**src/source/settings_pkg.sv**
```systemverilog
package settings_pkg;

   // Single-cycle register write from the host side
   typedef struct packed {
      logic        stb;
      logic [7:0]  addr;
      logic [31:0] data;
   } setting_bus_t;

   localparam logic [7:0] SR_TIME_HI     = 8'h10;  // Staged until the low word arrives
   localparam logic [7:0] SR_TIME_LO     = 8'h11;
   localparam logic [7:0] SR_STROBE_RATE = 8'h12;  // Divider minus one
   localparam logic [7:0] SR_TX_CLEAR    = 8'h13;

endpackage

```
**src/source/vita_pkg.sv**
```systemverilog
package vita_pkg;

   // Radio time in clock ticks
   typedef logic [63:0] vita_time_t;

   typedef struct packed {
      logic [15:0] i;
      logic [15:0] q;
   } sample_t;

   // One queued transmit entry, sample on top and send time at the bottom
   typedef struct packed {
      sample_t    sample;
      logic       send_at;  // Hold the burst until send_time
      logic       sob;
      logic       eob;
      logic       eop;
      vita_time_t send_time;
   } tx_entry_t;

   typedef enum logic [1:0] {
      TX_IDLE,
      TX_RUN,
      TX_UNDERRUN
   } tx_state_e;

   // Triggers further ahead than 2**TOO_EARLY_SHIFT ticks are rejected
   localparam int TOO_EARLY_SHIFT = 32;

   localparam int FIFO_DEPTH = 16;
   localparam int FIFO_PTR_W = $clog2(FIFO_DEPTH);  // Depth must be a power of two

endpackage
```
**src/source/vita_tx_top.sv**
```systemverilog
module vita_tx_top
   import vita_pkg::*, settings_pkg::*;
(
   input  logic         clk,
   input  logic         arst_n_i,
   input  setting_bus_t set_bus_i,
   input  logic         push_i,
   input  tx_entry_t    entry_i,
   output logic         full_o,
   output sample_t      sample_o,
   output logic         run_o,
   output logic         strobe_o,
   output logic         underrun_o,
   output vita_time_t   vita_time_o
);

   tx_entry_t head;
   logic      valid;
   logic      pop;
   logic      flush;
   logic      now;
   logic      late;
   logic      too_early;

   vita_time_counter u_time (
      .clk         (clk),
      .arst_n_i    (arst_n_i),
      .set_bus_i   (set_bus_i),
      .vita_time_o (vita_time_o)
   );

   tx_strobe_gen u_strobe (
      .clk       (clk),
      .arst_n_i  (arst_n_i),
      .set_bus_i (set_bus_i),
      .strobe_o  (strobe_o)
   );

   tx_sample_fifo u_fifo (
      .clk      (clk),
      .arst_n_i (arst_n_i),
      .push_i   (push_i),
      .entry_i  (entry_i),
      .pop_i    (pop),
      .flush_i  (flush),
      .head_o   (head),
      .valid_o  (valid),
      .full_o   (full_o)
   );

   time_compare u_cmp (
      .time_now_i     (vita_time_o),
      .trigger_time_i (head.send_time),
      .now_o          (now),
      .early_o        (),  // Control only needs to know when waiting is over
      .late_o         (late),
      .too_early_o    (too_early)
   );

   vita_tx_control u_ctrl (
      .clk         (clk),
      .arst_n_i    (arst_n_i),
      .set_bus_i   (set_bus_i),
      .head_i      (head),
      .valid_i     (valid),
      .now_i       (now),
      .late_i      (late),
      .too_early_i (too_early),
      .strobe_i    (strobe_o),
      .pop_o       (pop),
      .flush_o     (flush),
      .run_o       (run_o),
      .underrun_o  (underrun_o)
   );

   assign sample_o = head.sample;

endmodule

```
**src/source/vita_tx_control.sv**
```systemverilog
module vita_tx_control
   import vita_pkg::*, settings_pkg::*;
(
   input  logic         clk,
   input  logic         arst_n_i,
   input  setting_bus_t set_bus_i,
   input  tx_entry_t    head_i,
   input  logic         valid_i,
   input  logic         now_i,
   input  logic         late_i,
   input  logic         too_early_i,
   input  logic         strobe_i,
   output logic         pop_o,
   output logic         flush_o,
   output logic         run_o,
   output logic         underrun_o
);

   tx_state_e state;
   logic      clear;

   // Clear also empties the queue so a stale burst cannot restart
   assign clear   = set_bus_i.stb && (set_bus_i.addr == SR_TX_CLEAR);
   assign flush_o = clear;

   always_ff @(posedge clk or negedge arst_n_i) begin
      if (!arst_n_i) begin
         state <= TX_IDLE;
      end else if (clear) begin
         state <= TX_IDLE;
      end else begin
         case (state)
            TX_IDLE: begin
               if (valid_i) begin
                  if (!head_i.send_at || now_i) begin
                     state <= TX_RUN;
                  end else if (late_i || too_early_i) begin
                     state <= TX_UNDERRUN;
                  end
               end
            end
            TX_RUN: begin
               if (strobe_i) begin
                  if (!valid_i) begin
                     state <= TX_UNDERRUN;  // Queue ran dry inside a burst
                  end else if (head_i.eop && head_i.eob) begin
                     state <= TX_IDLE;
                  end
               end
            end
            TX_UNDERRUN: begin
               state <= TX_UNDERRUN;  // Sticky until the host clears it
            end
            default: begin
               state <= TX_IDLE;
            end
         endcase
      end
   end

   assign pop_o      = (state == TX_RUN) && strobe_i && valid_i;
   assign run_o      = (state == TX_RUN);
   assign underrun_o = (state == TX_UNDERRUN);

endmodule

```
**src/source/time_compare.sv**
```systemverilog
module time_compare
   import vita_pkg::*;
(
   input  vita_time_t time_now_i,
   input  vita_time_t trigger_time_i,
   output logic       now_o,
   output logic       early_o,
   output logic       late_o,
   output logic       too_early_o
);

   vita_time_t lead;  // How far the trigger sits ahead of now

   assign lead = trigger_time_i - time_now_i;

   assign now_o   = (time_now_i == trigger_time_i);
   assign late_o  = (time_now_i > trigger_time_i);
   assign early_o = (trigger_time_i > time_now_i);

   // Only meaningful while early since the lead wraps when late
   assign too_early_o = early_o && (lead > (vita_time_t'(1) << TOO_EARLY_SHIFT));

endmodule

```
**src/source/tx_sample_fifo.sv**
```systemverilog
module tx_sample_fifo
   import vita_pkg::*;
(
   input  logic      clk,
   input  logic      arst_n_i,
   input  logic      push_i,
   input  tx_entry_t entry_i,
   input  logic      pop_i,
   input  logic      flush_i,
   output tx_entry_t head_o,
   output logic      valid_o,
   output logic      full_o
);

   tx_entry_t mem [FIFO_DEPTH];

   logic [FIFO_PTR_W-1:0] wr_ptr;
   logic [FIFO_PTR_W-1:0] rd_ptr;
   logic [FIFO_PTR_W:0]   count;
   logic                  do_push;
   logic                  do_pop;

   // Flush takes priority over anything else in the same cycle
   assign do_push = push_i && !full_o && !flush_i;
   assign do_pop  = pop_i && valid_o && !flush_i;

   always_ff @(posedge clk) begin
      if (do_push) begin
         mem[wr_ptr] <= entry_i;
      end
   end

   always_ff @(posedge clk or negedge arst_n_i) begin
      if (!arst_n_i) begin
         wr_ptr <= '0;
         rd_ptr <= '0;
         count  <= '0;
      end else if (flush_i) begin
         wr_ptr <= '0;
         rd_ptr <= '0;
         count  <= '0;
      end else begin
         if (do_push) begin
            wr_ptr <= wr_ptr + 1'b1;  // Wraps on its own at a power-of-two depth
         end
         if (do_pop) begin
            rd_ptr <= rd_ptr + 1'b1;
         end
         case ({do_push, do_pop})
            2'b10:   count <= count + 1'b1;
            2'b01:   count <= count - 1'b1;
            default: count <= count;
         endcase
      end
   end

   // Show-ahead output
   assign head_o  = mem[rd_ptr];
   assign valid_o = (count != '0);
   assign full_o  = (count == (FIFO_PTR_W + 1)'(FIFO_DEPTH));

   a_no_pop_empty: assert property (
      @(posedge clk) disable iff (!arst_n_i)
      pop_i |-> valid_o
   );

   a_no_push_full: assert property (
      @(posedge clk) disable iff (!arst_n_i)
      push_i |-> !full_o
   );

endmodule

```
**src/source/tx_strobe_gen.sv**
```systemverilog
module tx_strobe_gen
   import settings_pkg::*;
(
   input  logic         clk,
   input  logic         arst_n_i,
   input  setting_bus_t set_bus_i,
   output logic         strobe_o
);

   logic [31:0] rate;
   logic [31:0] count;
   logic        rate_wr;

   assign rate_wr = set_bus_i.stb && (set_bus_i.addr == SR_STROBE_RATE);

   always_ff @(posedge clk or negedge arst_n_i) begin
      if (!arst_n_i) begin
         rate  <= '0;
         count <= '0;
      end else if (rate_wr) begin
         rate  <= set_bus_i.data;
         count <= set_bus_i.data;  // Restart so the first strobe lands rate+1 cycles out
      end else if (count == '0) begin
         count <= rate;
      end else begin
         count <= count - 32'd1;
      end
   end

   assign strobe_o = (count == '0);

   // Back to back strobes only make sense when every cycle is a strobe
   a_strobe_spacing: assert property (
      @(posedge clk) disable iff (!arst_n_i)
      strobe_o && $past(strobe_o) |-> rate == '0
   );

endmodule

```
**src/source/vita_time_counter.sv**
```systemverilog
module vita_time_counter
   import vita_pkg::*, settings_pkg::*;
(
   input  logic         clk,
   input  logic         arst_n_i,
   input  setting_bus_t set_bus_i,
   output vita_time_t   vita_time_o
);

   logic [31:0] time_hi;
   logic        time_hi_wr;
   logic        time_lo_wr;

   assign time_hi_wr = set_bus_i.stb && (set_bus_i.addr == SR_TIME_HI);
   assign time_lo_wr = set_bus_i.stb && (set_bus_i.addr == SR_TIME_LO);

   always_ff @(posedge clk or negedge arst_n_i) begin
      if (!arst_n_i) begin
         time_hi <= '0;
      end else if (time_hi_wr) begin
         time_hi <= set_bus_i.data;
      end
   end

   // The low word write commits both halves at once so the time never tears
   always_ff @(posedge clk or negedge arst_n_i) begin
      if (!arst_n_i) begin
         vita_time_o <= '0;
      end else if (time_lo_wr) begin
         vita_time_o <= {time_hi, set_bus_i.data};
      end else begin
         vita_time_o <= vita_time_o + 64'd1;
      end
   end

endmodule

```
**config.mk**
```make
export PLATFORM = sky130hd
export DESIGN_NAME = vita_tx_top
export DESIGN_NICKNAME = d
export VERILOG_FILES = /design/src/source/settings_pkg.sv /design/src/source/vita_pkg.sv /design/src/source/vita_tx_top.sv /design/src/source/vita_tx_control.sv /design/src/source/time_compare.sv /design/src/source/tx_sample_fifo.sv /design/src/source/tx_strobe_gen.sv /design/src/source/vita_time_counter.sv
export SDC_FILE = /design/constraint.sdc
export NUM_CORES = 2
export LEC_CHECK = 0
export BUFFER_PORTS_ARGS = -buffer_cell sky130_fd_sc_hd__buf_2
export CAP_MARGIN = 5
export CORE_AREA = 2 2 333 335
export CTS_CLUSTER_SIZE = 16
export DETAILED_ROUTE_END_ITERATION = 10
export DIE_AREA = 0 0 335 337
export GPL_TIMING_DRIVEN = 0
export PLACE_DENSITY = 0.84
export RECOVER_POWER = 25
export SYNTH_ARGS = -nofsm -noshare
export SYNTH_HDL_FRONTEND = slang
export SYNTH_SLANG_ARGS = --single-unit
```
**constraint.sdc**
```tcl
create_clock -name clk -period 25.8 [get_ports clk]
set_input_delay 5.16 -clock clk [delete_from_list [all_inputs] [get_ports clk]]
set_output_delay 5.16 -clock clk [all_outputs]
set_load 0.01 [all_outputs]
```
==> metrics.md <==
| Metric | Value |
|---|---|
| Hold Vio Cnt, Final | `0` |
| Syn Inst Count | `3868` |
| Worst r2r src | `u_fifo.rd_ptr[1]` |
| Pleak | `just under 30 nW` |
| Via density | `approximately 7.3` |
| Leading cell types by total area after synthesis | `edfxtp_1 66%, mux4_2 15%, dfrtp_1 6.0%` |
| Fin crit period | `~11 ns` |
| Post-cts sizing count | `0` |
| Slew margin rel. | `-0.0365` |
| Critical Path RT | `between 20 and 25 ns` |
| Clock Tree Root | `clkbuf_16` |
| Most used flip-flop cell after synthesis | `edfxtp_1` |
| DRC violations left | `0` |
| First drt pass iteration count | `9` |
| Seq/Total Area, Yosys | `0.716` |
| Largest net degree at the start of global routing | `95` |
| Max Clk Rate | `slightly above 90 MHz` |
| Power Total | `about 7.3 mW` |
| Area share of the largest cell type after synthesis | `0.656` |
| Die W | `335 um` |
| Htree depth | `4` |
| NumNets Final | `approximately 4700` |
| Clk sinks | `between 1500 and 2000` |
| Die area | `about 110000 sq um` |
| DP HPWL | `around 130 mm` |
| Hold Crit Endpoint | `u_strobe.rate[1]` |
| Iter 0 DRT Violations | `~7600` |
| MaxCap Viol Count | `1` |
| Mapped Nets | `4088` |
| Placed cells | `between 5000 and 6000` |
| Final Max Slew Viols | `11` |
| Period utilization | `0.416` |
| All-Layer GR Usage | `0.396` |
| Deepest clock path buffer count | `3` |
| Final Non-Filler Cells | `about 6000` |
| Grt total ovfl | `0` |
| Clock latency at the later pin of the worst-skew pair | `0.80 ns` |
| Routed Antenna Nets | `0` |
| Number of port buffers | `approximately 240` |
| Max Fanout on Critical Path | `10` |
| Final setup violation count | `0` |
| Critical path type | `reg -> out` |
| Worst slew pin tran | `between 1.5 and 2 ns` |
| Ys async rst share | `0.0995` |
| Post-synth EDFFs | `between 1500 and 2000` |
| Inserted Clock Buffers | `about 170` |
| I/O pin cnt | `approximately 240` |
| Most frequent cells in the layout | `1584 x edfxtp_1, 486 x mux4_2, 234 x clkbuf_1, 231 x nand2_1, 184 x buf_2` |
| Hold_sp | `u_strobe.rate[1]` |
| Crit end category | `primary output` |
| First-pass GRT wire length | `~310 mm` |
| CP Launch Type | `register` |
| Worst Hold Depth | `2` |
| Pwr/cell area | `between 80 and 90 nW/um^2` |
| Setup crit start | `u_fifo.rd_ptr[1]` |
| Reg2Reg Depth | `19` |
| IR drop worst, VDD | `between 0.06 and 0.07 mV` |
| FF+latch count, synth | `about 1800` |
| CTS tree | `yes` |
| Post-synth cell types | `97` |
| Leading area contributor after synthesis | `edfxtp_1` |
| Final wirelength | `approximately 220 mm` |
| GPL Wtd Cong | `roughly 1` |
| Commonest non-fill, non-tap cell in the layout | `edfxtp_1` |
| Failing checks | `capacitance limit, slew limit` |
| Placeable Area | `110000 sq um` |
| Setup Skew | `between 0.02 and 0.03 ns` |
| Per-cell routed wire length | `between 30 and 40 um` |
| HP Class | `reg -> reg` |
| Vias in the first global route | `roughly 44000` |
| CTS Hold Bufs | `0` |
| Initial Util | `0.662` |
| Synth-to-Final Area Change | `14.7%` |
| RSZ-0062 raised after global routing | `no` |
| Outcome | `finished with violations` |
| Ys Warns | `0` |
| Setup Fix Bufs, Post-CTS | `0` |
| Share of layout cells above drive strength 1 | `0.261` |
| DR vias | `around 44000` |
| Worst-path clk slew | `~0.06 ns` |
| # rows | `122` |
| Die height | `roughly 340 um` |
| Syn Area/Cell | `approximately 19 sq um` |
| Initial antenna violation count | `29` |
| Flop-to-flop setup slack | `17.17 ns` |
| Arrival time worst endpoint | `roughly 5.6 ns` |
| Critical R2R Capture | `u_ctrl.state[1]` |
| Mapped Area | `roughly 73000 sq um` |
-- cell usage after synthesis (18+ instances only) --
cell type  number
a21o_1         30
a21oi_1       164
buf_1          47
buf_2          19
clkbuf_1      123
dfrtp_1       175
edfxtp_1     1584
ha_1           75
inv_1          85
mux2_2         35
mux4_2        486
nand2_1       231
nand3_1        46
nand4_1        48
nor2_1        162
nor3_1         42
nor4_1         24
o211ai_1       18
o21ai_0        89
xnor2_1        98
xor2_1         26
-- per-stage QoR --
stage / utilization / area (sq um) / setup slack [ns] / hold slack [ns] / setup TNS (ns)
6_report: 0.759 / 83200 / 15.06 / 0.466 / 0
5_1_grt: 0.759 / 83200 / 15.15 / 0.483 / 0
4_1_cts: 0.759 / 83200 / 15.27 / 0.465 / 0
3_5_place_dp: 0.710 / 77800 / 16.24 / 0.452 / 0
3_3_place_gp: 0.689 / 75500 / -2.29 / 0.447 / -648.01
2_1_floorplan: - / 72500 / 9.93 / 0.433 / 0
-- worst max-delay path, cell delays in order, from the launching register on --
cell and delay (ns):
dfrtp_1 0.38, clkbuf_1 0.49, clkbuf_1 0.69, clkbuf_1 1.20, buf_1 0.90, mux4_2 0.44, mux4_2 0.52, buf_2 0.16
-- per-layer routing --
metal	track usage	part of all wire	vias up
met5	0	0.00069	-
met4	0.217	0.065	22
met3	0.0944	0.13	914
met2	0.617	0.47	4404
met1	0.524	0.33	22100
li1	-	-	16900
-- cells by family after synthesis --
logic type      synth area share
compound gates            0.0372
buf+inv                   0.0159
mux                        0.158
fa+ha+maj                 0.0132
flops                      0.716
xor+xnor                  0.0150
simple gates              0.0447
-- report_power, final --
| group | switching, mW | total (mW) | internal, mW |
|---|---|---|---|
| Sequential | 0.118 | 3.52 | 3.40 |
| Clock | 1.10 | 2.48 | 1.38 |
| Combinational | 0.810 | 1.29 | 0.476 |
| Total | 2.03 | 7.29 | 5.26 |
-- cell type report --
class / count / area, sq um
flip-flops and latches: 1759 / 51900
fillers: 5633 / 26400
multi-input cells: 1822 / 19500
clock buffers: 219 / 4670
repair buffers: 427 / 3350
well taps: 1426 / 1780
plain buffers: 201 / 832
clock inverters: 80 / 687
inverters: 86 / 324
diodes: 18 / 45.0
-- sequential cells by signal, summed over array words and instances (netlist names) --
signal              cells
u_ctrl.state            2
u_fifo.count            5
u_fifo.mem           1584
u_fifo.rd_ptr           4
u_fifo.wr_ptr           4
u_strobe.count         32
u_strobe.rate          32
u_time.time_hi         32
u_time.vita_time_o     64
-- worst max-delay path by stage --
stage	end	slack, ns
finish	sample_o[0]	15.06
global route	sample_o[0]	15.15
CTS	sample_o[0]	15.27
detailed placement	sample_o[3]	16.24
global placement	u_fifo.mem[3][98]	-2.29
floorplan	u_fifo.mem[1][0]	9.93
No activity file was read; power rests on OpenSTA's default activity.
